**config.mk**
```make
export PLATFORM = sky130hd
export DESIGN_NAME = asg_tbl_arb
export DESIGN_NICKNAME = d
export VERILOG_FILES = /design/src/logic/asg_pkg.sv /design/src/logic/asg_tbl_arb.sv
export VERILOG_INCLUDE_DIRS = /design/src /design/src/logic
export SDC_FILE = /design/constraint.sdc
export NUM_CORES = 1
export LEC_CHECK = 0
export CORE_AREA = 2 2 43 45
export DETAILED_ROUTE_END_ITERATION = 10
export DIE_AREA = 0 0 45 47
export DONT_BUFFER_PORTS = 1
export GPL_TIMING_DRIVEN = 0
export PLACE_DENSITY = 0.45
export SLEW_MARGIN = 25
export SYNTH_ARGS = -nofsm -noshare
export SYNTH_HDL_FRONTEND = slang
export SYNTH_SLANG_ARGS = --single-unit
```
**constraint.sdc**
```tcl
create_clock -name bus -period 1.2 [get_ports bus]
set_input_delay 0.06 -clock bus [delete_from_list [all_inputs] [get_ports bus]]
set_output_delay 0.06 -clock bus [all_outputs]
set_load 0.03 [all_outputs]
```
**src/logic/asg_config.svh**
```systemverilog
//////////////////////////////
// widths, table depth and register map of the waveform generator
// included by the package and by every RTL file that needs a width
//////////////////////////////
`ifndef ASG_CONFIG_SVH
`define ASG_CONFIG_SVH

`define ASG_AW        10  // table address width, 1024 entries
`define ASG_CWF       16  // pointer fraction bits
`define ASG_DW        14  // sample width
`define ASG_EW        5   // external event width
`define ASG_GAIN_FRAC 13  // 0x2000 is unity gain
`define ASG_BAW       7   // register address width

// register map, byte offsets
`define ASG_R_CTL 7'h00  // bit0 rst, bit1 start, bit2 stop, bit3 trigger
`define ASG_R_STR 7'h04  // start event mask
`define ASG_R_STP 7'h08  // stop event mask
`define ASG_R_TRG 7'h0c  // trigger event mask
`define ASG_R_IEN 7'h10  // interrupt enable
`define ASG_R_IST 7'h14  // interrupt status, write one to clear
`define ASG_R_SIZ 7'h18  // table size, fixed point
`define ASG_R_OFF 7'h1c  // start offset (phase)
`define ASG_R_STE 7'h20  // step (frequency)
`define ASG_R_BCF 7'h24  // bit0 burst enable, bit1 infinite
`define ASG_R_BDL 7'h28  // burst data length
`define ASG_R_BLN 7'h2c  // burst pause length
`define ASG_R_BNM 7'h30  // burst count
`define ASG_R_SBL 7'h34  // status, phase cycle counter
`define ASG_R_SBN 7'h38  // status, completed bursts
`define ASG_R_MUL 7'h3c  // gain
`define ASG_R_SUM 7'h40  // offset

`endif

```
**src/logic/asg_pkg.sv**
```systemverilog
//////////////////////////////
// shared types of the generator channel
// imported in module headers where needed
//////////////////////////////
`default_nettype none
`include "asg_config.svh"

package asg_pkg;

  // signed table sample, also the DAC word
  typedef logic signed [`ASG_DW-1:0] sample_t;

  // gain, unity at 1 << ASG_GAIN_FRAC
  typedef logic signed [15:0] gain_t;

  // read pointer, integer table index over fraction
  typedef logic [`ASG_AW+`ASG_CWF-1:0] ptr_t;

  // generator state
  typedef enum logic [1:0] {
    st_idle,   // stopped
    st_armed,  // started, waiting for trigger
    st_run,    // reading the table
    st_pause   // gap between bursts
  } asg_state_e;

endpackage

`default_nettype wire

```
**src/logic/asg_tbl_arb.sv**
```systemverilog
//////////////////////////////
// table RAM arbiter with the CPU table port ahead of the generator
// tracks the owner of each read and steers the data back
//////////////////////////////
`default_nettype none
`include "asg_config.svh"

module asg_tbl_arb import asg_pkg::*; (
  input  logic               bus,
  input  logic               ctl_rst,
  // CPU table port
  input  logic               tbl_wen,
  input  logic               tbl_ren,
  input  logic [`ASG_AW-1:0] tbl_addr,
  input  sample_t            tbl_wdata,
  output sample_t            tbl_rdata,
  output logic               tbl_ack,
  // generator read port
  input  logic               gen_req,
  input  logic [`ASG_AW-1:0] gen_addr,
  output logic               gen_gnt,
  output logic               gen_vld,
  output sample_t            gen_dat,
  // RAM side
  output logic               ram_en,
  output logic               ram_we,
  output logic [`ASG_AW-1:0] ram_addr,
  output sample_t            ram_wdata,
  input  sample_t            ram_rdata
);

  logic cpu_acc;

  assign cpu_acc = tbl_wen || tbl_ren;
  assign gen_gnt = gen_req && !cpu_acc;  // generator only on a free cycle

  assign ram_en    = cpu_acc || gen_req;
  assign ram_we    = tbl_wen;
  assign ram_addr  = cpu_acc ? tbl_addr : gen_addr;
  assign ram_wdata = tbl_wdata;

  // read owner one cycle behind the RAM access
  always_ff @(posedge bus) begin
    if (ctl_rst) begin
      tbl_ack <= 1'b0;
      gen_vld <= 1'b0;
    end else begin
      tbl_ack <= cpu_acc;   // writes are acked too
      gen_vld <= gen_gnt;
    end
  end

  assign tbl_rdata = ram_rdata;  // meaningful with tbl_ack
  assign gen_dat   = ram_rdata;  // meaningful with gen_vld

  // a denied generator read repeats at the same address
  a_stall_hold: assert property (@(posedge bus) disable iff (ctl_rst)
    gen_req && !gen_gnt |=> !gen_req || $stable(gen_addr));

endmodule

`default_nettype wire

```
==> run summary <==
Hold buffers post-CTS: 4
IO Pins: 110
Unrepaired setup endpoints after global routing: false
Routed vias: 395
Period utilization: 71.3%
Worst Hold Launch: tbl_wen
Antenna violations before repair: 0
Comb power frac: 64.3%
Reg clk slew, reported paths: 30 ps
Status: finished clean
Stages on worst setup path: 3
TritonCTS buffer count: 3
Hold path endpoint: tbl_ack$_SDFF_PP0_
Die width: 45 um
Placement Cell Area: 572 um^2
WL met2: 572 um
Synth warnings: 0
Synth cell types: 10
Initial drt markers: 2
Worst path buffer plus inverter count: 1
Detailed Routing Iterations Pass 1: 2
Met3 wire len: 258 um
Seq/Total Area, Yosys: 7.27%
Layout cells sized above 1: 88.2%
First-pass GRT wire length: 1080 um
Die ar.: 2120 um^2
Top Layer Used: met3
Remaining DRCs: 0
P_int: 0.330 mW
Most common cell after layout, fill and taps aside: buf_4
FMAX: 1170 MHz
Met1 wire length: 257 um
Clock tree buffer depth: 2
Crit path cell chain: nor2_2, buf_6, mux2_4
Detail Route Antenna Nets: 0
Syn-to-layout area delta: 15.2%
GRT Resource Usage Total: 7.55%
Leakage: 0.337 nW
Core Box Area: 1650 um^2
Fin crit period: 855 ps
Post-Syn Instances: 61
Finish-stage setup viols: 0
Worst EP arrival: 800 ps
NetSw: 0.307 mW
Pins Over Slew Limit: 0
Initial cell density of the core: 33.3%
Die Y: 47 um
Final WL: 1090 um
Hold Fails Final Rpt: 0
# Max-Cap Violations: 0
Slew HR: 79.6%
Gp weighted congestion: 0.606
Hold Crit Depth: 3
Root Driver: clkbuf_4
Syn avg cell area: 9.03 um^2
WP data required: 1140 ps
Resized cells post-CTS: 0
Setup crit start kind: input pin
Vias in the first global route: 298
Switch share: 48.2%
Crit. End Element: primary output
Power Dens Cells: 1000 nW/um^2
Net count, final: 123
Power share of the clock group: 23.5%
H-tree depth: 1
DR vias/cell: 4.65
Post-synthesis sequential element count: 2
Sum of negative setup slack: 0 ps
Wirelength per Cell: 12.8 um
Antenna Cells: 0
CP delay by family, top: multiplexers
Post-Layout Cell Count: 85
Crit Path Class: in2out
VDD IR-drop max: 310 uV
CTS tree: yes
Grt ovf: 0
Worst-margin pin slew: 305 ps
DP Cell Count: 78
Critical path's largest stage delay: 370 ps
# port buffers: 0
FP Rows: 15
Slowest stage cell, crit path: mux2_4
Clock Sinks: 2
Reg power frac: 12.2%
Most frequent cells in the layout: buf_4 (43), mux2_4 (8), dlygate4sd3_1 (4)
Post-route cell area: 634 um^2
Mapped cell area: 551 um^2
Worst Hold Class: in2reg
Syn_nets: 114
Largest net degree at the start of global routing: 11
Setup Buffers After CTS: 0
Worst-path maximum fanout: 10
cell families after synthesis:
kind of cell,count (synthesis),share of synthesized area [%]
buffers and inverters,44,60.7
multiplexers,10,25.9
AND/OR/NAND/NOR,5,6.14
flip-flops,2,7.27
metal layers:
| metal | track usage (%) | vias to the layer above |
|---|---|---|
| met5 | 0 | - |
| met4 | 7.06 | 0 |
| met3 | 3.85 | 0 |
| met2 | 14.0 | 66 |
| met1 | 5.48 | 163 |
| li1 | - | 166 |
stage by stage:
step | hold slack [ps] | setup WS [ps] | total power, mW | util (%)
3_5_place_dp | 137 | 324 | 0.480 | 34.6
6_report | 137 | 345 | 0.637 | 38.4
3_3_place_gp | 135 | 340 | 0.481 | 34.6
2_1_floorplan | 132 | 405 | 0.468 | -
4_1_cts | 137 | 323 | 0.652 | 38.4
5_1_grt | 148 | 270 | 0.675 | 38.4
worst max-delay path by stage:
stage                  from           to  slack [ps]
floorplan           tbl_ren  ram_addr[1]         400
global placement    tbl_ren  ram_addr[6]         340
detailed placement  tbl_ren  ram_addr[8]         320
CTS                 tbl_ren  ram_addr[8]         320
global route        tbl_ren  ram_addr[3]         270
finish              tbl_ren  ram_addr[5]         340
flip-flops by register name (all words and copies together), names as in the netlist:
register / count
gen_vld: 1
tbl_ack: 1
worst min-delay path, delay by kind of cell:
| kind | cells | cell delay [ps] |
|---|---|---|
| buffers and inverters | 1 | 150 |
| and+or+nand+nor | 2 | 110 |
synthesized netlist by cell type:
cell type	count	area [um^2]
mux2_2	2	22.5
nor2_1	1	3.75
nor4b_1	1	8.76
dfxtp_1	2	40.0
mux2_4	8	120
buf_4	43	323
and2_2	1	7.51
or3_2	1	7.51
nor2_2	1	6.26
buf_6	1	11.3
cell type report:
| cell class | count | area (um^2) |
|---|---|---|
| plain buffers | 44 | 334 |
| clock buffers | 3 | 22.5 |
| fillers | 161 | 1020 |
| multi-input cells | 15 | 176 |
| flip-flops and latches | 2 | 40.0 |
| well taps | 17 | 21.3 |
| repair buffers | 4 | 40.0 |
power groups by stage:
stage / combinational (mW) / sequential, mW / clock [mW]
floorplan: 0.390 / 0.0782 / 0
global placement: 0.402 / 0.0787 / 0
detailed placement: 0.401 / 0.0788 / 0
CTS: 0.412 / 0.0779 / 0.162
global route: 0.425 / 0.0780 / 0.172
finish: 0.409 / 0.0778 / 0.150
(Power assumes the default switching activity.)
