## config.mk

```make
export PLATFORM = sky130hd
export DESIGN_NAME = asg_core
export DESIGN_NICKNAME = d
export VERILOG_FILES = /design/src/logic/asg_pkg.sv /design/src/logic/asg_core.sv
export VERILOG_INCLUDE_DIRS = /design/src /design/src/logic
export SDC_FILE = /design/constraint.sdc
export NUM_CORES = 1
export LEC_CHECK = 0
export CAP_MARGIN = 10
export CORE_ASPECT_RATIO = 1.25
export CORE_MARGIN = 5
export CORE_UTILIZATION = 60
export DETAILED_ROUTE_END_ITERATION = 10
export DONT_BUFFER_PORTS = 1
export MAX_ROUTING_LAYER = met4
export PLACE_DENSITY = 0.76
export SLEW_MARGIN = 0
export SYNTH_ARGS = -nofsm -noshare
export SYNTH_HDL_FRONTEND = slang
export SYNTH_SLANG_ARGS = --single-unit
```

## constraint.sdc

```tcl
create_clock -name bus -period 8.69 [get_ports bus]
set_clock_uncertainty 0.05 [all_clocks]
set_input_delay 1.738 -clock bus [delete_from_list [all_inputs] [get_ports bus]]
set_output_delay 1.738 -clock bus [all_outputs]
set_load 0.03 [all_outputs]
```

## src/logic/asg_config.svh

```systemverilog
//////////////////////////////
// widths, table depth and register map of the waveform generator
// included by the package and by every RTL file that needs a width
//////////////////////////////
`ifndef ASG_CONFIG_SVH
`define ASG_CONFIG_SVH

`define ASG_AW        10  // table address width, 1024 entries
`define ASG_CWF       16  // pointer fraction bits
`define ASG_DW        14  // sample width
`define ASG_EW        5   // external event width
`define ASG_GAIN_FRAC 13  // 0x2000 is unity gain
`define ASG_BAW       7   // register address width

// register map, byte offsets
`define ASG_R_CTL 7'h00  // bit0 rst, bit1 start, bit2 stop, bit3 trigger
`define ASG_R_STR 7'h04  // start event mask
`define ASG_R_STP 7'h08  // stop event mask
`define ASG_R_TRG 7'h0c  // trigger event mask
`define ASG_R_IEN 7'h10  // interrupt enable
`define ASG_R_IST 7'h14  // interrupt status, write one to clear
`define ASG_R_SIZ 7'h18  // table size, fixed point
`define ASG_R_OFF 7'h1c  // start offset (phase)
`define ASG_R_STE 7'h20  // step (frequency)
`define ASG_R_BCF 7'h24  // bit0 burst enable, bit1 infinite
`define ASG_R_BDL 7'h28  // burst data length
`define ASG_R_BLN 7'h2c  // burst pause length
`define ASG_R_BNM 7'h30  // burst count
`define ASG_R_SBL 7'h34  // status, phase cycle counter
`define ASG_R_SBN 7'h38  // status, completed bursts
`define ASG_R_MUL 7'h3c  // gain
`define ASG_R_SUM 7'h40  // offset

`endif

```

## src/logic/asg_pkg.sv

```systemverilog
//////////////////////////////
// shared types of the generator channel
// imported in module headers where needed
//////////////////////////////
`default_nettype none
`include "asg_config.svh"

package asg_pkg;

  // signed table sample, also the DAC word
  typedef logic signed [`ASG_DW-1:0] sample_t;

  // gain, unity at 1 << ASG_GAIN_FRAC
  typedef logic signed [15:0] gain_t;

  // read pointer, integer table index over fraction
  typedef logic [`ASG_AW+`ASG_CWF-1:0] ptr_t;

  // generator state
  typedef enum logic [1:0] {
    st_idle,   // stopped
    st_armed,  // started, waiting for trigger
    st_run,    // reading the table
    st_pause   // gap between bursts
  } asg_state_e;

endpackage

`default_nettype wire

```

## src/logic/asg_core.sv

```systemverilog
//////////////////////////////
// generator core, fixed point read pointer and burst FSM
// issues one table read request per cycle in run state,
// the pointer only moves on a grant
//////////////////////////////
`default_nettype none
`include "asg_config.svh"

module asg_core import asg_pkg::*; (
  input  logic               bus,
  input  logic               ctl_rst,
  input  logic               sw_rst,
  input  logic               ctl_str,
  input  logic               ctl_stp,
  input  logic               ctl_trg,
  // configuration
  input  ptr_t               cfg_siz,
  input  ptr_t               cfg_off,
  input  ptr_t               cfg_ste,
  input  logic               cfg_ben,
  input  logic               cfg_inf,
  input  logic [`ASG_AW-1:0] cfg_bdl,
  input  logic [31:0]        cfg_bln,
  input  logic [15:0]        cfg_bnm,
  // table read request
  output logic               gen_req,
  output logic [`ASG_AW-1:0] gen_addr,
  input  logic               gen_gnt,
  // status and events
  output logic               sts_run,
  output logic [31:0]        sts_bln,
  output logic [15:0]        sts_bnm,
  output logic               evn_per,
  output logic               evn_lst
);

  asg_state_e            state;
  ptr_t                  ptr;
  logic [$bits(ptr_t):0] ptr_sum;  // extra carry bit
  logic                  wrap;
  logic [31:0]           bln_nxt;
  logic [15:0]           bnm_nxt;
  logic                  bst_end;  // last grant of a burst
  logic                  pau_end;  // last pause cycle

  assign ptr_sum = {1'b0, ptr} + {1'b0, cfg_ste};
  assign wrap    = ptr_sum >= {1'b0, cfg_siz};
  assign bln_nxt = sts_bln + 32'd1;
  assign bnm_nxt = sts_bnm + 16'd1;
  assign bst_end = cfg_ben && (bln_nxt >= 32'(cfg_bdl));
  assign pau_end = bln_nxt >= cfg_bln;

  assign gen_req  = (state == st_run);
  assign gen_addr = ptr[`ASG_CWF +: `ASG_AW];  // integer part
  assign sts_run  = (state == st_run) || (state == st_pause);

  //////////////////////////////
  // state, pointer, counters
  //////////////////////////////
  always_ff @(posedge bus) begin
    if (ctl_rst || sw_rst) begin
      state   <= st_idle;
      ptr     <= '0;
      sts_bln <= '0;
      sts_bnm <= '0;
      evn_per <= 1'b0;
      evn_lst <= 1'b0;
    end else begin
      evn_per <= 1'b0;
      evn_lst <= 1'b0;
      if (ctl_stp) begin
        state <= st_idle;  // stop from anywhere
      end else begin
        case (state)
          st_idle: if (ctl_str) state <= st_armed;
          st_armed: begin
            if (ctl_trg) begin
              state   <= st_run;
              ptr     <= cfg_off;  // phase
              sts_bln <= '0;
              sts_bnm <= '0;
            end
          end
          st_run: begin
            if (gen_gnt) begin
              // step, fold back at the table size
              ptr     <= wrap ? ptr_t'(ptr_sum - {1'b0, cfg_siz}) : ptr_t'(ptr_sum);
              evn_per <= wrap;
              if (cfg_ben) sts_bln <= bln_nxt;  // counts grants in a burst
              if (bst_end) begin
                sts_bln <= '0;
                sts_bnm <= bnm_nxt;
                if (!cfg_inf && (bnm_nxt >= cfg_bnm)) begin
                  state   <= st_idle;  // last burst done
                  evn_lst <= 1'b1;
                end else begin
                  state <= st_pause;
                end
              end
            end
          end
          st_pause: begin
            // counts idle cycles, resume from current pointer
            if (pau_end) begin
              state   <= st_run;
              sts_bln <= '0;
            end else begin
              sts_bln <= bln_nxt;
            end
          end
          default: state <= st_idle;
        endcase
      end
    end
  end

  // requested entry stays inside the programmed table
  a_addr_range: assert property (@(posedge bus) disable iff (ctl_rst)
    gen_req |-> ({gen_addr, {`ASG_CWF{1'b0}}} < cfg_siz));

endmodule

`default_nettype wire

```

==> metrics <==
first-pass GRT wire length 37900 um; Post-Route WL between 20000 and 25000 um; crit path kind in -> reg; WP buf/inv 2; R2R Path End ptr[3]$_SDFFE_PP0P_; Mapped Nets ~1400; CP max-delay cell a211oi_4; number of synthesized register bits between 70 and 80; fraction of registers with async set/reset 0%; cts hold-fix bufs 0; Worst Setup SP cfg_ste[0]; Initial Util 60.4%; CP endpoint kind register; CTS tree built; CP most frequent cell a21oi_1; layout cell share with drive strength beyond 1 4.70%; prevailing post-synth register cell dfxtp_1; Synth Area per Inst approximately 7.5 sq um; Via density 6.29; Post-CTS Resized 0; setup TNS 0 ns; synthesized area 0.00863 sq mm; Worst Path Required approximately 8.9 ns; Hold Path Depth 1; Port Buffers 0; H-tree Lvls 3; WP data arrival around 7 ns; largest area contributor in the netlist dfxtp_1; RSZ-0062 raised after global routing no; worst r2r src ptr[0]$_SDFFE_PP0P_; row count between 40 and 50; most common cell in the netlist inv_1; die area roughly 0.017 sq mm; Mapped Cells around 1200; CP delay by family, top compound AO/OA/AOI/OAI gates; maximum vdd ir drop around 94 uV; initial antenna violation count 2; via count 8224; CTS sink count just under 80; post-DP HPWL about 19000 um; top cell type's share of synthesized area between 10% and 20%; top cells by count, synth 120 x inv_1, 117 x ha_1, 104 x a21oi_1; # DRC 0; Layout Nets ~1400; Max-cap violations 0; Worst Reg-to-Reg Cells 21; YS warnings 0; Hold Crit Start ptr[8]$_SDFFE_PP0P_; final hold vios 0; Worst Hold Path EP ptr[8]$_SDFFE_PP0P_; Routability Congestion roughly 1.0; R2R Setup Slk around 2.9 ns; GRT Util Overall between 20% and 30%; Die Height about 140 um; Rel. slew slack a little under a third; Power Density about 110 mW/mm^2; cell leakage power roughly 4.4 nW; Iter 0 DRT Violations around 550; period utilization just under 80%; Synth cell types between 70 and 80; worst hold path class reg -> reg; fin. max-slew vios 0; cts bufs inserted 9; Hold WS between 0.4 and 0.5 ns; worst slew pin tran around 1.0 ns; global route overflow 0; Ports 207; clock latency at the later pin of the worst-skew pair about 0.35 ns; core area around 0.014 sq mm; CP max stage delay ~0.64 ns; sequential fraction of the synthesis area around 18%; clk slew on worst S/H paths 0.06 ns; DRT Pass-1 Iters 5; Tmin final around 6.8 ns; Total Power just under 1 mW; die width ~120 um; Clock Path Buffers 2; Layout area overhead 4.16%; largest net degree at the start of global routing 33; critical path cell sequence ha_1 > inv_1 > fa_1 > nand2b_1 > a211oi_1 > o41a_1 > a21oi_1 > o21ai_0 > xor2_1 > ha_1 > and4_1 > and3_1 > a22oi_1 > o21ai_0 > a21oi_1 > a21oi_1 > a211oi_4 > buf_4 > mux2i_1 > a21oi_1 > a21o_1; Worst setup SP type primary input; CTS root buf clkbuf_16; largest cells by area after synthesis dfxtp_1 18%, ha_1 17%, a21oi_1 6.0%, xnor2_1 5.3%, inv_1 5.2%; placed cells 1289; # setup viols final 0; vias in the first global route approximately 7800; Final Non-Filler Cells 1307; status complete, no violations; Post-synth EDFFs 0; Detail Route Antenna Nets 0; routed len/inst between 15 and 20 um; CP max FO 24; Post-CTS Setup Inserts 0; Fmax achieved around 150 MHz
[per-layer routing]
layer / GRT usage [%] / wire [um] / up-vias
met3: 6.57 / 1890 / 52
met5: - / 0 / -
met2: 50.3 / 12200 / 330
met4: 11.6 / 678 / 0
li1: - / - / 4071
met1: 32.0 / 9780 / 3771
[cells by family after synthesis]
| logic type | after synthesis | share of synthesized area [%] |
|---|---|---|
| DFF | 78 | 18.1 |
| and+or+nand+nor | 340 | 20.8 |
| adders and majority gates | 119 | 17.4 |
| muxes | 18 | 2.10 |
| AOI/OAI and AO/OA | 352 | 25.7 |
| buffers and inverters | 165 | 7.93 |
| xor gates and xnor gates | 78 | 8.00 |
[cell type report]
class | instances | area [sq um]
inverter | 120 | 450
tap | 178 | 223
sequential | 78 | 1560
clock buffer | 13 | 260
multi-input combinational | 907 | 6410
fill | 1318 | 5290
clock inverter | 3 | 42.5
antenna | 2 | 5.00
timing repair buffer | 6 | 45.0
[where the power goes]
group / switching (mW) / total (mW) / internal (mW) / leakage (nW)
Combinational: 0.127 / 0.213 / 0.0859 / 3.61
Sequential: 0.00148 / 0.360 / 0.358 / 0.628
Clock: 0.158 / 0.396 / 0.238 / 0.146
[cell usage in the layout (no fill, tap or decap), types with 5 or more instances in the layout]
cell | Yosys | layout
inv_1 | 120 | 120
ha_1 | 117 | 116
a21oi_1 | 104 | 104
nand2_1 | 94 | 94
o21ai_0 | 82 | 82
dfxtp_1 | 78 | 78
nor2_1 | 65 | 64
xnor2_1 | 52 | 52
a21o_1 | 42 | 42
nand3_1 | 35 | 35
nand2b_1 | 25 | 25
xor2_1 | 25 | 25
and3_1 | 23 | 23
a31oi_1 | 21 | 21
nor3_1 | 21 | 21
mux2i_1 | 17 | 17
a22o_1 | 14 | 14
nand4_1 | 12 | 12
o22ai_1 | 12 | 12
or3_1 | 11 | 11
a211oi_1 | 11 | 10
and4_1 | 9 | 9
nor2b_1 | 9 | 9
clkbuf_16 | 0 | 9
nor4_1 | 8 | 8
o21a_1 | 8 | 8
or2_2 | 8 | 8
o21bai_1 | 7 | 7
buf_4 | 13 | 6
a32oi_1 | 5 | 5
[flip-flops by register name, summed over array words and instances (netlist names)]
register and cells:
evn_lst 1, sts_bnm 16, ptr 26, sts_bln 32, state 2, evn_per 1
[how the worst max path moves through the flow]
stage / to / slack (ns) / cells after the start
floorplan: ptr[14]$_SDFFE_PP0P_ / 2.78 / 21
global placement: ptr[14]$_SDFFE_PP0P_ / 1.80 / 21
detailed placement: ptr[4]$_SDFFE_PP0P_ / 1.64 / 21
CTS: ptr[3]$_SDFFE_PP0P_ / 1.97 / 21
global route: ptr[9]$_SDFFE_PP0P_ / 1.41 / 22
finish: ptr[3]$_SDFFE_PP0P_ / 1.92 / 21
[per-stage QoR]
stage | utilization [%] | instance area [sq um] | setup slack (ns)
floorplan | - | 8630 | 2.78
global placement | 60.8 | 8690 | 1.80
detailed placement | 60.8 | 8690 | 1.64
CTS | 62.9 | 8990 | 1.97
global route | 63.0 | 8990 | 1.41
finish | 63.0 | 8990 | 1.92
No activity file was read; power rests on OpenSTA's default activity.
