**src/logic/asg_config.svh**
```systemverilog
//////////////////////////////
// widths, table depth and register map of the waveform generator
// included by the package and by every RTL file that needs a width
//////////////////////////////
`ifndef ASG_CONFIG_SVH
`define ASG_CONFIG_SVH

`define ASG_AW        10  // table address width, 1024 entries
`define ASG_CWF       16  // pointer fraction bits
`define ASG_DW        14  // sample width
`define ASG_EW        5   // external event width
`define ASG_GAIN_FRAC 13  // 0x2000 is unity gain
`define ASG_BAW       7   // register address width

// register map, byte offsets
`define ASG_R_CTL 7'h00  // bit0 rst, bit1 start, bit2 stop, bit3 trigger
`define ASG_R_STR 7'h04  // start event mask
`define ASG_R_STP 7'h08  // stop event mask
`define ASG_R_TRG 7'h0c  // trigger event mask
`define ASG_R_IEN 7'h10  // interrupt enable
`define ASG_R_IST 7'h14  // interrupt status, write one to clear
`define ASG_R_SIZ 7'h18  // table size, fixed point
`define ASG_R_OFF 7'h1c  // start offset (phase)
`define ASG_R_STE 7'h20  // step (frequency)
`define ASG_R_BCF 7'h24  // bit0 burst enable, bit1 infinite
`define ASG_R_BDL 7'h28  // burst data length
`define ASG_R_BLN 7'h2c  // burst pause length
`define ASG_R_BNM 7'h30  // burst count
`define ASG_R_SBL 7'h34  // status, phase cycle counter
`define ASG_R_SBN 7'h38  // status, completed bursts
`define ASG_R_MUL 7'h3c  // gain
`define ASG_R_SUM 7'h40  // offset

`endif

```
**src/logic/asg_pkg.sv**
```systemverilog
//////////////////////////////
// shared types of the generator channel
// imported in module headers where needed
//////////////////////////////
`default_nettype none
`include "asg_config.svh"

package asg_pkg;

  // signed table sample, also the DAC word
  typedef logic signed [`ASG_DW-1:0] sample_t;

  // gain, unity at 1 << ASG_GAIN_FRAC
  typedef logic signed [15:0] gain_t;

  // read pointer, integer table index over fraction
  typedef logic [`ASG_AW+`ASG_CWF-1:0] ptr_t;

  // generator state
  typedef enum logic [1:0] {
    st_idle,   // stopped
    st_armed,  // started, waiting for trigger
    st_run,    // reading the table
    st_pause   // gap between bursts
  } asg_state_e;

endpackage

`default_nettype wire

```
**src/logic/asg_regs.sv**
```systemverilog
//////////////////////////////
// CPU register bank of the channel
// holds configuration and event masks, decodes start/stop/trigger
// strobes and keeps interrupt status
//////////////////////////////
`default_nettype none
`include "asg_config.svh"

module asg_regs import asg_pkg::*; (
  input  logic                bus,
  input  logic                ctl_rst,
  // register port
  input  logic                reg_wen,
  input  logic                reg_ren,
  input  logic [`ASG_BAW-1:0] reg_addr,
  input  logic [31:0]         reg_wdata,
  output logic [31:0]         reg_rdata,
  output logic                reg_ack,
  // events and core status
  input  logic [`ASG_EW-1:0]  evn_ext,
  input  logic                sts_run,
  input  logic [31:0]         sts_bln,
  input  logic [15:0]         sts_bnm,
  // control pulses
  output logic                sw_rst,
  output logic                ctl_str,
  output logic                ctl_stp,
  output logic                ctl_trg,
  // configuration
  output ptr_t                cfg_siz,
  output ptr_t                cfg_off,
  output ptr_t                cfg_ste,
  output logic                cfg_ben,
  output logic                cfg_inf,
  output logic [`ASG_AW-1:0]  cfg_bdl,
  output logic [31:0]         cfg_bln,
  output logic [15:0]         cfg_bnm,
  output gain_t               cfg_mul,
  output sample_t             cfg_sum,
  output logic                irq
);

  logic [`ASG_EW-1:0] msk_str;  // event masks
  logic [`ASG_EW-1:0] msk_stp;
  logic [`ASG_EW-1:0] msk_trg;
  logic [2:0]         ien;
  logic [2:0]         ist;
  logic               ctl_wr;   // software write to CTL
  logic [2:0]         ist_clr;

  assign ctl_wr  = reg_wen && (reg_addr == `ASG_R_CTL);
  assign ist_clr = (reg_wen && (reg_addr == `ASG_R_IST)) ? reg_wdata[2:0] : 3'b000;

  //////////////////////////////
  // configuration writes
  //////////////////////////////
  always_ff @(posedge bus) begin
    if (ctl_rst) begin
      msk_str <= '0;
      msk_stp <= '0;
      msk_trg <= '0;
      ien     <= '0;
      cfg_siz <= '0;
      cfg_off <= '0;
      cfg_ste <= '0;
      cfg_ben <= 1'b0;
      cfg_inf <= 1'b0;
      cfg_bdl <= '0;
      cfg_bln <= '0;
      cfg_bnm <= '0;
      cfg_mul <= '0;
      cfg_sum <= '0;
    end else if (reg_wen) begin
      case (reg_addr)
        `ASG_R_STR: msk_str <= reg_wdata[`ASG_EW-1:0];
        `ASG_R_STP: msk_stp <= reg_wdata[`ASG_EW-1:0];
        `ASG_R_TRG: msk_trg <= reg_wdata[`ASG_EW-1:0];
        `ASG_R_IEN: ien     <= reg_wdata[2:0];
        `ASG_R_SIZ: cfg_siz <= reg_wdata[$bits(ptr_t)-1:0];
        `ASG_R_OFF: cfg_off <= reg_wdata[$bits(ptr_t)-1:0];
        `ASG_R_STE: cfg_ste <= reg_wdata[$bits(ptr_t)-1:0];
        `ASG_R_BCF: begin
          cfg_ben <= reg_wdata[0];
          cfg_inf <= reg_wdata[1];
        end
        `ASG_R_BDL: cfg_bdl <= reg_wdata[`ASG_AW-1:0];
        `ASG_R_BLN: cfg_bln <= reg_wdata;
        `ASG_R_BNM: cfg_bnm <= reg_wdata[15:0];
        `ASG_R_MUL: cfg_mul <= reg_wdata[15:0];
        `ASG_R_SUM: cfg_sum <= reg_wdata[`ASG_DW-1:0];
        default: ;  // read only or unmapped
      endcase
    end
  end

  //////////////////////////////
  // control pulses and interrupts
  //////////////////////////////
  always_ff @(posedge bus) begin
    if (ctl_rst) begin
      sw_rst  <= 1'b0;
      ctl_str <= 1'b0;
      ctl_stp <= 1'b0;
      ctl_trg <= 1'b0;
      ist     <= '0;
      irq     <= 1'b0;
      reg_ack <= 1'b0;
    end else begin
      sw_rst  <= ctl_wr && reg_wdata[0];
      ctl_str <= (ctl_wr && reg_wdata[1]) || |(evn_ext & msk_str);  // sw or masked event
      ctl_stp <= (ctl_wr && reg_wdata[2]) || |(evn_ext & msk_stp);
      ctl_trg <= (ctl_wr && reg_wdata[3]) || |(evn_ext & msk_trg);
      if (sw_rst) begin
        ist <= '0;
      end else begin
        ist <= (ist & ~ist_clr) | {ctl_trg, ctl_stp, ctl_str};  // new events win over clear
      end
      irq     <= |(ist & ien);
      reg_ack <= reg_wen || reg_ren;
    end
  end

  // read data valid with reg_ack
  always_ff @(posedge bus) begin
    case (reg_addr)
      `ASG_R_CTL: reg_rdata <= {31'd0, sts_run};
      `ASG_R_STR: reg_rdata <= 32'(msk_str);
      `ASG_R_STP: reg_rdata <= 32'(msk_stp);
      `ASG_R_TRG: reg_rdata <= 32'(msk_trg);
      `ASG_R_IEN: reg_rdata <= {29'd0, ien};
      `ASG_R_IST: reg_rdata <= {29'd0, ist};
      `ASG_R_SIZ: reg_rdata <= 32'(cfg_siz);
      `ASG_R_OFF: reg_rdata <= 32'(cfg_off);
      `ASG_R_STE: reg_rdata <= 32'(cfg_ste);
      `ASG_R_BCF: reg_rdata <= {30'd0, cfg_inf, cfg_ben};
      `ASG_R_BDL: reg_rdata <= 32'(cfg_bdl);
      `ASG_R_BLN: reg_rdata <= cfg_bln;
      `ASG_R_BNM: reg_rdata <= {16'd0, cfg_bnm};
      `ASG_R_SBL: reg_rdata <= sts_bln;
      `ASG_R_SBN: reg_rdata <= {16'd0, sts_bnm};
      `ASG_R_MUL: reg_rdata <= {16'd0, cfg_mul};  // raw bits without sign extension
      `ASG_R_SUM: reg_rdata <= {{(32-`ASG_DW){1'b0}}, cfg_sum};
      default:    reg_rdata <= '0;
    endcase
  end

  // one access is either a write or a read
  a_one_access: assert property (@(posedge bus) disable iff (ctl_rst)
    !(reg_wen && reg_ren));

endmodule

`default_nettype wire

```
**config.mk**
```make
export PLATFORM = sky130hd
export DESIGN_NAME = asg_regs
export DESIGN_NICKNAME = d
export VERILOG_FILES = /design/src/logic/asg_pkg.sv /design/src/logic/asg_regs.sv
export VERILOG_INCLUDE_DIRS = /design/src /design/src/logic
export SDC_FILE = /design/constraint.sdc
export NUM_CORES = 1
export LEC_CHECK = 0
export BUFFER_PORTS_ARGS = -buffer_cell sky130_fd_sc_hd__buf_2
export CORE_AREA = 5 5 195 159
export CTS_CLUSTER_SIZE = 16
export DETAILED_ROUTE_END_ITERATION = 8
export DIE_AREA = 0 0 200 164
export PLACE_DENSITY = 0.55
export SLEW_MARGIN = 20
export SYNTH_ARGS = -nofsm -noshare
export SYNTH_HDL_FRONTEND = slang
export SYNTH_SLANG_ARGS = --single-unit
```
**constraint.sdc**
```tcl
create_clock -name bus -period 2.6 [get_ports bus]
set_input_delay 0.13 -clock bus [delete_from_list [all_inputs] [get_ports bus]]
set_output_delay 0.13 -clock bus [all_outputs]
set_load 0.01 [all_outputs]
```
==> run_results.csv <==
group,metric,value,unit
status,outcome,"finished, final reports clean",
routing,wl_per_cell,23.3,µm
yosys,synth_seq_area_share,48.4,%
hold_path,holdCritPathClass,"in -> reg",
grt,antenna_found_initial,1,
clock_tree,clock_path_buffers,3,
yosys,synth_edf_count,0,
grt,grt_max_degree,75,
placement,place_inst,1785,
routing,avgViaCountPerCell,5.45,
grt,grt-ovfl-total,0,
layout,layout_common_cells,"341 x nand2_1, 301 x buf_2, 227 x dfxtp_1, 164 x a21oi_1, 59 x dlygate4sd3_1",
die,num_rows,56,
layout,fin_cells,1888,
clock_tree,clock_latency,0.53,ns
clock_tree,cts.htree.levels,1,
routing,drc,0,
yosys,syn_area,9390,µm²
die,core-area,28900,µm²
worst_setup_path,crit_type,"reg -> reg",
worst_setup_path,crit_fanout,3,
layout,syn_to_final_growth,37.2,%
pwr,ir_worst_vdd,0.438,mV
clock_tree,clock-root-buffer,"clkbuf_16",
worst_setup_path,worstPathRequired,3.01,ns
worst_setup_path,cp.arrival,2.48,ns
layout,fillers,2895,
run,timing.max_cap.violations,0,
clock_tree,clk_pin_slew,0.06,ns
layout,layout.nets,1591,
die,die_w,200,µm
sta,min_period,2.07,ns
yosys,synth_fa_ha_area_share,0,%
grt,gr-usage-all-layers,25.7,%
pwr,p_per_area,594,nW/µm²
sta,setup_viol,0,
clock_tree,cts_tree,"done",
placement,port_buffers,302,
layout,drive_gt1_share,27.9,%
sta,rsz0062_at_grt,"no",
die,start_util,32.5,%
die,io_pins,303,
yosys,synth_warnings,0,
layout,final_area,12900,µm²
yosys,syn_inst,1149,
layout,final_common_cell,"nand2_1",
pwr,leakagePower,5.48,nW
placement,hpwlAfterDp,31600,µm
sta,period_share,79.8,%
worst_setup_path,end_kind,"flip-flop",
routing,first_pass_iters,9,
clock_tree,cts_buffers,25,
sta,worstMarginPinSlew,0.855,ns
yosys,ys_types,47,
sta,slew_violations,0,
yosys,async_flop_share,0,%
yosys,synth_mux_area_share,6.57,%
placement,globalplace.congestion,0.942,
pwr,p_total,7.66,mW
sta,fmax,0.482,GHz
grt,grt_pass1_vias,9791,
yosys,avgSynthCellArea,8.17,µm²
worst_setup_path,r2r_slack,0.53,ns
die,die-height,164,µm
sta,fin_setup_tns,0,ns
yosys,synth-main-ff-cell,"dfxtp_1",
yosys,synthSimpleGateAreaFrac,21.7,%
sta,whs,0.0159,ns
grt,grt_pass1_wl,63400,µm
yosys,ys_ff_latch,227,
routing,dr.first_iter.drc_count,1121,
placement,place_area,11500,µm²
yosys,synth_top_family_by_area,"simple AND/OR/NAND/NOR gates",
routing,routed_wl,44100,µm
worst_setup_path,cp-start-kind,"flip-flop",
layout,n_antenna_cell,0,
sta,max-slew-margin-rel,42.5,%
yosys,synth_fp_nets,1246,
sta,hold_violations,0,
clock_tree,cts.sinks,227,
die,dieArea,32800,µm²
yosys,synth_compound_area_share,19.0,%
routing,ant_nets,0,
yosys,synth-xor-area-share,0,%
routing,vias,10293,
sta,clock_skew,0.0130,ns
sequential cells by signal, summed over array words and instances, names as in the netlist, 5 cells and up:
name and cells:
cfg_bdl 10, reg_rdata 32, msk_trg 5, cfg_off 26, cfg_mul 16, cfg_siz 26, msk_stp 5, cfg_bln 32
msk_str 5, cfg_bnm 16, cfg_ste 26, cfg_sum 14
cell families after synthesis:
kind of cell           Yosys count
and+or+nand+nor                480
AOI/OAI and AO/OA              287
buffers and inverters           97
muxes                           58
DFF                            227
per-layer routing:
metal,global-route usage [%],wire [µm]
met3,7.01,5370
met1,36.6,18800
met5,0,13
met4,7.62,1380
met2,37.9,18500
worst paths after layout:
kind                 from          end  cells past startpoint
max            msk_stp[0]      ctl_stp                      4
min          reg_wdata[3]   cfg_bln[3]                      3
max reg2reg    msk_stp[0]      ctl_stp                      4
min reg2reg   cfg_ste[11]  cfg_ste[11]                      2
layout make-up:
cell class / instances / area (µm²) / share of cell area [%]
multi-input cells: 825 / 4470 / 34.7
repair buffers: 414 / 2560 / 19.8
clock inverters: 13 / 149 / 1.16
clock buffers: 31 / 688 / 5.34
well taps: 377 / 472 / 3.66
inverters: 1 / 3.75 / 0.0291
flip-flops and latches: 227 / 4540 / 35.3
cells in the mapped netlist (8+ instances only):
cell type | count | area [µm²]
dfxtp_1 | 227 | 4540
a222oi_1 | 8 | 80.1
mux2i_1 | 47 | 470
a22oi_1 | 44 | 330
a21oi_1 | 164 | 821
nor2_1 | 48 | 180
buf_2 | 28 | 140
clkbuf_1 | 62 | 233
o211ai_1 | 13 | 97.6
a22o_1 | 18 | 158
nor3_1 | 11 | 55.1
mux2_2 | 9 | 101
nand3_1 | 40 | 200
nand2_1 | 341 | 1280
metrics by stage:
stage | setup WS (ns) | util [%]
2_1_floorplan | 0.989 | -
3_3_place_gp | 0.199 | 39.7
3_5_place_dp | 0.206 | 39.7
4_1_cts | 0.618 | 44.6
5_1_grt | 0.448 | 44.6
6_report | 0.526 | 44.6
critical path, stage by stage, from the launching register on:
cell and delay [ns]:
dfxtp_1 0.35, a222oi_1 0.35, dlygate4sd3_1 0.61, a31oi_1 0.07
dlygate4sd3_1 0.58
report_power, final:
part / switching [mW] / internal [mW]
registers: 0.00820 / 3.49
logic: 0.317 / 0.191
clock network: 1.49 / 2.17
timing repair:
action | in CTS | in global routing
endpoints found under the hold margin | 157 | 0
setup buffers | 0 | 0
resized for setup | 0 | 0
hold buffers | 59 | 0
No activity file was read; power rests on OpenSTA's default activity.
