## config.mk

```make
export PLATFORM = sky130hd
export DESIGN_NAME = asg_lin
export DESIGN_NICKNAME = d
export VERILOG_FILES = /design/src/logic/asg_pkg.sv /design/src/logic/asg_lin.sv
export VERILOG_INCLUDE_DIRS = /design/src /design/src/logic
export SDC_FILE = /design/constraint.sdc
export NUM_CORES = 1
export LEC_CHECK = 0
export BUFFER_PORTS_ARGS = -buffer_cell sky130_fd_sc_hd__clkbuf_2
export CAP_MARGIN = 0
export CORE_ASPECT_RATIO = 1.5
export CORE_MARGIN = 5
export CORE_UTILIZATION = 50
export DETAILED_ROUTE_END_ITERATION = 12
export GPL_TIMING_DRIVEN = 0
export MAX_ROUTING_LAYER = met4
export PLACE_DENSITY = 0.72
export SLEW_MARGIN = 10
export SYNTH_ARGS = -nofsm -noshare
export SYNTH_HDL_FRONTEND = slang
export SYNTH_SLANG_ARGS = --single-unit
```

## constraint.sdc

```tcl
create_clock -name bus -period 22 [get_ports bus]
set_input_delay 2.2 -clock bus [delete_from_list [all_inputs] [get_ports bus]]
set_output_delay 2.2 -clock bus [all_outputs]
set_load 0.03 [all_outputs]
```

## src/logic/asg_config.svh

```systemverilog
//////////////////////////////
// widths, table depth and register map of the waveform generator
// included by the package and by every RTL file that needs a width
//////////////////////////////
`ifndef ASG_CONFIG_SVH
`define ASG_CONFIG_SVH

`define ASG_AW        10  // table address width, 1024 entries
`define ASG_CWF       16  // pointer fraction bits
`define ASG_DW        14  // sample width
`define ASG_EW        5   // external event width
`define ASG_GAIN_FRAC 13  // 0x2000 is unity gain
`define ASG_BAW       7   // register address width

// register map, byte offsets
`define ASG_R_CTL 7'h00  // bit0 rst, bit1 start, bit2 stop, bit3 trigger
`define ASG_R_STR 7'h04  // start event mask
`define ASG_R_STP 7'h08  // stop event mask
`define ASG_R_TRG 7'h0c  // trigger event mask
`define ASG_R_IEN 7'h10  // interrupt enable
`define ASG_R_IST 7'h14  // interrupt status, write one to clear
`define ASG_R_SIZ 7'h18  // table size, fixed point
`define ASG_R_OFF 7'h1c  // start offset (phase)
`define ASG_R_STE 7'h20  // step (frequency)
`define ASG_R_BCF 7'h24  // bit0 burst enable, bit1 infinite
`define ASG_R_BDL 7'h28  // burst data length
`define ASG_R_BLN 7'h2c  // burst pause length
`define ASG_R_BNM 7'h30  // burst count
`define ASG_R_SBL 7'h34  // status, phase cycle counter
`define ASG_R_SBN 7'h38  // status, completed bursts
`define ASG_R_MUL 7'h3c  // gain
`define ASG_R_SUM 7'h40  // offset

`endif

```

## src/logic/asg_pkg.sv

```systemverilog
//////////////////////////////
// shared types of the generator channel
// imported in module headers where needed
//////////////////////////////
`default_nettype none
`include "asg_config.svh"

package asg_pkg;

  // signed table sample, also the DAC word
  typedef logic signed [`ASG_DW-1:0] sample_t;

  // gain, unity at 1 << ASG_GAIN_FRAC
  typedef logic signed [15:0] gain_t;

  // read pointer, integer table index over fraction
  typedef logic [`ASG_AW+`ASG_CWF-1:0] ptr_t;

  // generator state
  typedef enum logic [1:0] {
    st_idle,   // stopped
    st_armed,  // started, waiting for trigger
    st_run,    // reading the table
    st_pause   // gap between bursts
  } asg_state_e;

endpackage

`default_nettype wire

```

## src/logic/asg_lin.sv

```systemverilog
//////////////////////////////
// gain and offset stage in front of the DAC
// one registered result per valid table read
//////////////////////////////
`default_nettype none
`include "asg_config.svh"

module asg_lin import asg_pkg::*; (
  input  logic    bus,
  input  logic    ctl_rst,
  input  logic    gen_vld,
  input  sample_t gen_dat,
  input  gain_t   cfg_mul,
  input  sample_t cfg_sum,
  output sample_t dac_dat,
  output logic    dac_vld
);

  localparam int sat_max = 2**(`ASG_DW-1) - 1;
  localparam int sat_min = -(2**(`ASG_DW-1));

  logic signed [`ASG_DW+15:0] prod;  // full product
  logic signed [`ASG_DW+16:0] acc;   // after shift and offset, one guard bit
  sample_t                    dat_sat;

  assign prod = gen_dat * cfg_mul;
  assign acc  = (prod >>> `ASG_GAIN_FRAC) + cfg_sum;

  // clip to the sample range
  always_comb begin
    if (acc > sat_max) begin
      dat_sat = sample_t'(sat_max);
    end else if (acc < sat_min) begin
      dat_sat = sample_t'(sat_min);
    end else begin
      dat_sat = sample_t'(acc);
    end
  end

  always_ff @(posedge bus) begin
    if (gen_vld) dac_dat <= dat_sat;  // held between samples
  end

  always_ff @(posedge bus) begin
    if (ctl_rst) begin
      dac_vld <= 1'b0;
    end else begin
      dac_vld <= gen_vld;
    end
  end

endmodule

`default_nettype wire

```

==> metrics, run 1 <==
Async SR Flop Fraction=0%; CP required=roughly 22 ns; post-cts resize count=0; worst-path maximum fanout=10; EDFF count, synth=14; number of synthesized register bits=15; maxcap violations=0; Synth top cells by count=248 x inv_1, 219 x fa_1, 120 x and2_1; Antenna Nets Post-Route=0; CP Capture Type=register; 1st-iter DRT viols=206; Die ar.=roughly 22000 sq um; fill cell count=1719; top post-synthesis cells by area=fa_1 47%, ha_1 11%, inv_1 10%, and2_1 8.0%, edfxtp_1 4.5%; GR Util All Layers=roughly 22%; fin crit period=roughly 11 ns; Slowest Stage Delay on Critical Path=slightly below 0.7 ns; routed wire length=approximately 22000 um; Max clock buf depth=2; Nets=1425; Reg area=roughly 440 sq um; Synth warnings=0; register area share after synthesis=between 4 and 5%; routed vias/inst=roughly 5.1; final setup fails=0; final slew viol count=0; syn avg cell area=roughly 9 sq um; Rel. slew slack=between 40% and 50%; Root Buffer=clkbuf_16; placeable core region=approximately 18000 sq um; Initial Util=between 50% and 60%; Clock Pin Slew Worst Setup and Hold Paths=about 0.05 ns; DR pass1 iterations=4; HP Start=ctl_rst; final hold vios=0; Synth Flop Type=edfxtp_1; number of global-route vias before repair=about 7800; pre-CTS WS=between 10 and 15 ns; Critical Path AT=approximately 11 ns; CTS Sinks=15; status=finished, final reports clean; final setup margin=11.35 ns; number of I/O port buffers=about 60; Die Ht=177 um; critical path type=input port to register; setup repair bufs after CTS=0; cell type with the largest total area after synthesis=fa_1; RePlAce Congestion=slightly above 0.9; # diodes=0; Peak Freq=roughly 94 MHz; initial antenna violation count=0; Num CTS Buffers=3; cells after synthesis=between 1000 and 1500; hold crit path type=input port to register; grt total ovfl=0; hold path cells=2; Synthesized Nets=1359; TritonCTS clock tree=done; RSZ-0062 raised after global routing=no; multi-input logic area=around 7800 sq um; DRC=0; IO Count=62; Final HPWL DP=a little under 20000 um; layout cells sized above 1=7.83%; via count=slightly below 7000; TNS Setup=0 ns; mean routed wirelength per cell=around 16 um; Area Overhead vs Synth=7.50%; CP dominant cell by count=fa_1; most common cell in the netlist=inv_1; Slowest cell on crit path=fa_1; WHS Endpoint=dac_vld; hold_buf cts=0; H-tree levels=1; Rows=slightly above 60; Cell Area, Synth=9340 sq um; die width=roughly 120 um; critical path startpoint category=input port; first-pass GRT wire length=about 37000 um; Synth top area share=47.0%; Final period util=48.4%; Unique masters post-synth=54; worst slew pin tran=about 0.76 ns; pin count of the biggest net entering global routing=16
area by class of cell:
cell class                      count  area share (%)
Timing Repair Buffer               61            3.04
Inverter                          249            9.31
Clock inverter                      1          0.0499
Clock buffer                        3           0.748
Buffer                             32            1.37
Sequential cell                    15            4.39
Multi-Input combinational cell    712            77.9
Tap cell                          252            3.14
layout by cell type, fill, tap and decap left out, types with 11 or more instances in the layout:
master and count:
and2_1 120, nor2_1 34, nand2_1 97, clkbuf_2 61, fa_1 219, xnor2_1 23, clkbuf_1 29, ha_1 85
edfxtp_1 14, inv_1 248, xor2_1 11, o21a_1 11, a21oi_1 22
cell families (layout without fill, tap and decap cells):
logic type / Yosys count / in the layout / synth area share (%)
buffers and inverters: 281 / 346 / 11.5
flip-flops: 15 / 15 / 4.72
AND/OR/NAND/NOR: 289 / 289 / 15.9
XOR/XNOR: 34 / 34 / 3.19
AO/OA/AOI/OAI: 85 / 85 / 6.34
adder cells (fa/ha/maj): 304 / 304 / 58.3
per-stage QoR:
| stage | cells | util, % | hold slack, ns | area (sq um) |
|---|---|---|---|---|
| finish | 1325 | 54.3 | 2.11 | 10000 |
| global route | 1325 | 54.3 | 2.13 | 10000 |
| CTS | 1325 | 54.3 | 2.11 | 10000 |
| detailed placement | 1321 | 53.9 | 2.36 | 9960 |
| global placement | 1321 | 53.9 | 2.36 | 9960 |
| floorplan | 1008 | - | 2.27 | 9340 |
critical path: cells and delay by family:
family          cells  cell delay [ns]
compound gates      9             1.67
buf+inv             8             1.15
simple gates        5             1.33
fa+ha+maj           8             3.92
xor+xnor            2             0.34
sequential cells by signal, indices dropped and copies added, names as in the netlist:
signal	count
dac_vld	1
dac_dat	14
worst max path at each step:
| stage | slack (ns) | end | start | depth (start not counted) |
|---|---|---|---|---|
| after floorplan | 12.29 | dac_dat[8] | cfg_mul[15] | 30 |
| after global placement | 11.08 | dac_dat[8] | gen_dat[3] | 32 |
| after detailed placement | 11.10 | dac_dat[8] | gen_dat[3] | 32 |
| after CTS | 11.31 | dac_dat[8] | gen_dat[3] | 32 |
| after global routing | 10.81 | dac_dat[8] | gen_dat[3] | 32 |
| final | 11.35 | dac_dat[8] | gen_dat[3] | 32 |
layer usage:
metal / routed length, um / GRT usage (%) / vias up
met5: 0 / - / -
met4: 1220 / 9.95 / 0
met3: 716 / 1.18 / 73
met2: 11900 / 41.0 / 159
met1: 7750 / 24.7 / 3421
li1: - / - / 3133
Power of run 1 is not shown: default switching activity piles up to over one toggle a cycle in this logic, so the estimate is an artifact.
==> run 2, diff against run 1 <==
--- a/config.mk
+++ b/config.mk
@@ -6,6 +6,7 @@
 export SDC_FILE = /design/constraint.sdc
 export NUM_CORES = 1
 export LEC_CHECK = 0
+export ABC_AREA = 1
 export BUFFER_PORTS_ARGS = -buffer_cell sky130_fd_sc_hd__clkbuf_2
 export CAP_MARGIN = 0
 export CORE_ASPECT_RATIO = 1.5
==> constraint.sdc (replaced) <==
create_clock -name bus -period 10.2 [get_ports bus]
set_input_delay 1.02 -clock bus [delete_from_list [all_inputs] [get_ports bus]]
set_output_delay 1.02 -clock bus [all_outputs]
set_load 0.03 [all_outputs]
==> run 2 against run 1 <==
Sequential share of layout area down 0.43 points. Non-clock buffer count stayed put. Via count grew 29%. Final area increased by 11%. Wire length up 25%.
==> metrics, run 2 <==
Root Buffer=clkbuf_16; CP dominant cell by count=nand2_1; fin crit period=9.03 ns; CTS Sinks=15; Slowest Stage Delay on Critical Path=around 0.71 ns; Slowest cell on crit path=fa_1; most frequent cells in the layout=437 x inv_1, 383 x nand2_1, 219 x fa_1; worst slew pin tran=between 0.7 and 0.8 ns; Synthesized Nets=between 1500 and 2000; mean routed wirelength per cell=15.5 um; Rows=65; Reg area=approximately 440 sq um; via count=between 8000 and 9000; Max clock buf depth=2; Synth warnings=0; top post-synthesis cells by area=fa_1 42%, inv_1 16%, nand2_1 14%, ha_1 10%, edfxtp_1 4.0%; Peak Freq=about 110 MHz; RePlAce Congestion=0.956; Critical Path AT=9.02 ns; 1st-iter DRT viols=526; layout cells sized above 1=under 10%; grt total ovfl=0; TNS Setup=0 ns; critical path startpoint category=input port; Die Ht=about 190 um; routed wire length=roughly 27000 um; Cell Area, Synth=10500 sq um; DRC=0; Num CTS Buffers=3; routed vias/inst=5.05; most common cell in the netlist=inv_1; Antenna Nets Post-Route=0; largest registers=dac_dat: 14 flops, dac_vld: 1 flops; IO Count=just over 60; max reg flops=14; maxcap violations=0; Nets=roughly 1800; Synth Flop Type=edfxtp_1; multi-input logic area=between 8000 and 9000 sq um; RSZ-0062 raised after global routing=no; hold crit path type=input port to register; CP Capture Type=register; Clock Pin Slew Worst Setup and Hold Paths=roughly 0.04 ns; Synth top cells by count=437 x inv_1, 383 x nand2_1, 219 x fa_1; syn avg cell area=roughly 7.4 sq um; status=finished, final reports clean; setup repair bufs after CTS=0; CP required=about 10 ns; hold_buf cts=0; die width=approximately 130 um; number of synthesized register bits=15; GR Util All Layers=roughly a quarter; Initial Util=approximately half; TritonCTS clock tree=done; Area Overhead vs Synth=6.34%; critical path type=input port to register; register area share after synthesis=approximately 4.2%; placeable core region=20800 sq um; Async SR Flop Fraction=0%; cell type with the largest total area after synthesis=fa_1; Final HPWL DP=24000 um; number of global-route vias before repair=~9400; H-tree levels=1; Biggest register=dac_dat; Final period util=~89%; final hold vios=0; Die ar.=around 24000 sq um; initial antenna violation count=0; cells after synthesis=1416; Rel. slew slack=50.3%; pin count of the biggest net entering global routing=16; # diodes=0; post-cts resize count=0; fill cell count=approximately 2100; DR pass1 iterations=6; final setup fails=0; commonest non-fill, non-tap cell in the layout=inv_1; Unique masters post-synth=34; first-pass GRT wire length=between 40000 and 50000 um; final slew viol count=0; worst-path maximum fanout=10; EDFF count, synth=14; number of I/O port buffers=50; Synth top area share=a little over two fifths
## run 2: cell types whose count changed after synthesis, moves of 7 or more
cell	before	now
nand2_1	97	383
inv_1	248	437
and2_1	120	1
a21oi_1	22	48
nor2_1	34	53
o21ai_0	5	23
nand3_1	6	23
clkbuf_1	29	40
o21a_1	11	1
nand2_2	0	8
xnor2_1	23	15
a21oi_2	7	0
## run 2: critical path: cells and delay by family
kind	cells	cell delay [ns]
fa+ha+maj	8	4.04
simple gates	13	1.76
buf+inv	10	1.60
compound gates	3	0.59
## run 2: area by class of cell
cell class / instances / share of cell area (%)
buffer: 43 / 1.58
timing repair buffer: 50 / 2.25
clock buffer: 4 / 0.708
tap: 268 / 3.01
sequential: 15 / 3.95
inverter: 437 / 14.7
multi-input combinational: 921 / 73.8
## run 2: path summary, 6_finish.rpt
| kind | end | startpoint | cells past startpoint | slack [ns] |
|---|---|---|---|---|
| worst max-delay path | dac_dat[2] | gen_dat[4] | 34 | 1.17 |
| worst min-delay path | dac_vld | ctl_rst | 2 | 0.93 |
## run 2: logic make-up after synthesis
kind of cell,count (synthesis),synth area share [%]
AO/OA/AOI/OAI,90,4.71
XOR/XNOR,32,2.68
adder cells (fa/ha/maj),304,52.0
buffers and inverters,480,17.3
flip-flops,15,4.20
AND/OR/NAND/NOR,495,19.1
## run 2: metal layers
layer | vias to the layer above | track usage (%) | wire length [um]
li1 | 4156 | - | -
met1 | 4246 | 26.9 | 9630
met2 | 301 | 43.1 | 14400
met3 | 76 | 1.26 | 1280
met4 | 0 | 12.0 | 1720
met5 | - | - | 0
## run 2: metrics by stage
step,cells,setup slack [ns],hold slack [ns],util [%],instance area (sq um)
6_report,1738,1.17,0.935,53.5,11100
3_3_place_gp,1734,1.05,1.18,53.1,11100
3_5_place_dp,1734,1.05,1.18,53.1,11100
4_1_cts,1738,1.27,0.935,53.5,11100
2_1_floorplan,1416,2.45,1.09,-,10500
5_1_grt,1738,0.743,0.934,53.5,11100
Power of run 2 is left out for the same reason.
==> run 3, diff against run 2 <==
--- a/config.mk
+++ b/config.mk
@@ -12,10 +12,11 @@
 export CORE_ASPECT_RATIO = 1.5
 export CORE_MARGIN = 5
 export CORE_UTILIZATION = 50
+export CTS_BUF_LIST = sky130_fd_sc_hd__clkbuf_4 sky130_fd_sc_hd__clkbuf_8
 export DETAILED_ROUTE_END_ITERATION = 12
 export GPL_TIMING_DRIVEN = 0
 export MAX_ROUTING_LAYER = met4
-export PLACE_DENSITY = 0.72
+export PLACE_DENSITY = 0.69
 export SLEW_MARGIN = 10
 export SYNTH_ARGS = -nofsm -noshare
 export SYNTH_HDL_FRONTEND = slang
==> run 3 against run 2 <==
Via count fell by 1.2%. Non-clock buffer count did not move. Setup slack got worse by 0.056 ns. Final area fell by 0.29%. Utilization fell by 0.16 points. First-iteration DRC count fell by 8.0%. Maximum frequency fell by 0.62%. Critical path type unchanged. Critical endpoint is now dac_dat[10]. Highest routed layer unchanged.
==> metrics, run 3 (same netlist as run 2, synthesis figures left out) <==
status=finished, final reports clean; Biggest register=dac_dat; CP required=around 10 ns; hold_buf cts=0; Area Overhead vs Synth=6.03%; Slowest cell on crit path=fa_1; Final HPWL DP=approximately 24000 um; final setup margin=between 1 and 1.5 ns; most frequent cells in the layout=437 x inv_1, 383 x nand2_1, 219 x fa_1; grt total ovfl=0; GR Util All Layers=around a quarter; routed wire length=27200 um; GRT Max-Usage Layer=met2; Rel. slew slack=approximately 49%; HP Start=ctl_rst; first-pass GRT wire length=between 40000 and 50000 um; fill cell count=~2100; RSZ-0062 raised after global routing=no; Root Buffer=clkbuf_8; global routing met2 resource utilization=43.7%; met3 GRT Util=between 1 and 1.5%; fin crit period=around 9.1 ns; routed vias/inst=~5; pre-CTS WS=0.884 ns; Clock Pin Slew Worst Setup and Hold Paths=0.06 ns; RePlAce Congestion=~0.94; mean routed wirelength per cell=~16 um; Max clock buf depth=2; final setup fails=0; TNS Setup=0 ns; multi-input logic area=8220 sq um; Reg area=between 400 and 500 sq um; CP Capture Type=register; Antenna Nets Post-Route=0; maxcap violations=0; initial antenna violation count=0; via count=about 8700; Final period util=approximately 89%; CP dominant cell by count=nand2_1; met1 global-route usage=a little over a quarter; WHS Endpoint=dac_vld; Critical Path AT=between 9 and 10 ns; H-tree levels=1; final hold vios=0; layout cells sized above 1=5.24%; DRC=0; hold crit path type=input port to register; critical path startpoint category=input port; Num CTS Buffers=3; Die ar.=between 20000 and 25000 sq um; setup repair bufs after CTS=0; Peak Freq=roughly 110 MHz; placeable core region=approximately 21000 sq um; Die Ht=187 um; DR pass1 iterations=5; Slowest Stage Delay on Critical Path=~0.70 ns; Initial Util=between 50% and 60%; IO Count=just over 60; post-cts resize count=0; # diodes=0; Rows=65; CTS Sinks=15; 1st-iter DRT viols=between 400 and 500; hold path cells=2; TritonCTS clock tree=done; number of global-route vias before repair=9158; max reg flops=14; Nets=1822; number of I/O port buffers=50; largest registers=dac_dat: 14 flops, dac_vld: 1 flops; critical path type=input port to register; worst-path maximum fanout=10; pin count of the biggest net entering global routing=16; worst slew pin tran=0.758 ns; die width=~130 um; final slew viol count=0; commonest non-fill, non-tap cell in the layout=inv_1
run 3: changes by cell type in the layout (fill, tap and decap cells not counted):
cell and change:
clkbuf_8 +3, clkbuf_1 -1, clkinv_2 +1, clkbuf_16 -3
run 3: final cells by class:
type | instances | area share (%)
plain buffers | 43 | 1.59
clock buffers | 3 | 0.372
clock inverters | 1 | 0.0451
inverters | 437 | 14.8
multi-input cells | 921 | 74.0
flip-flops and latches | 15 | 3.96
well taps | 268 | 3.02
repair buffers | 50 | 2.25
run 3: worst max-delay path by stage:
stage	startpoint	endpoint	slack, ns	cells past startpoint
floorplan	gen_dat[4]	dac_dat[10]	2.45	34
global placement	gen_dat[4]	dac_dat[10]	0.93	35
detailed placement	gen_dat[4]	dac_dat[10]	0.88	35
CTS	gen_dat[4]	dac_dat[10]	1.13	35
global route	gen_dat[4]	dac_dat[1]	0.66	35
finish	gen_dat[4]	dac_dat[10]	1.11	35
run 3: through the flow:
stage,hold slack (ns),instance area (sq um),util (%),std cells
detailed placement,1.18,11100,53.1,1734
finish,0.923,11100,53.4,1738
global placement,1.18,11100,53.1,1734
global route,0.935,11100,53.4,1738
floorplan,1.09,10500,-,1416
CTS,0.918,11100,53.4,1738
run 3: worst max-delay path: cells and delay by family:
family                   cells  cell delay, ns
adder cells (fa/ha/maj)      8            4.02
AO/OA/AOI/OAI                1            0.25
AND/OR/NAND/NOR             16            2.14
buffers and inverters       10            1.64
run 3: layer usage:
metal	wire length (um)	vias up	share of wire, %
met5	0	-	0
met4	1770	0	6.5
met3	1150	76	4.2
met2	14400	243	53
met1	9860	4205	36
li1	-	4147	-
Power of run 3 is left out for the same reason.
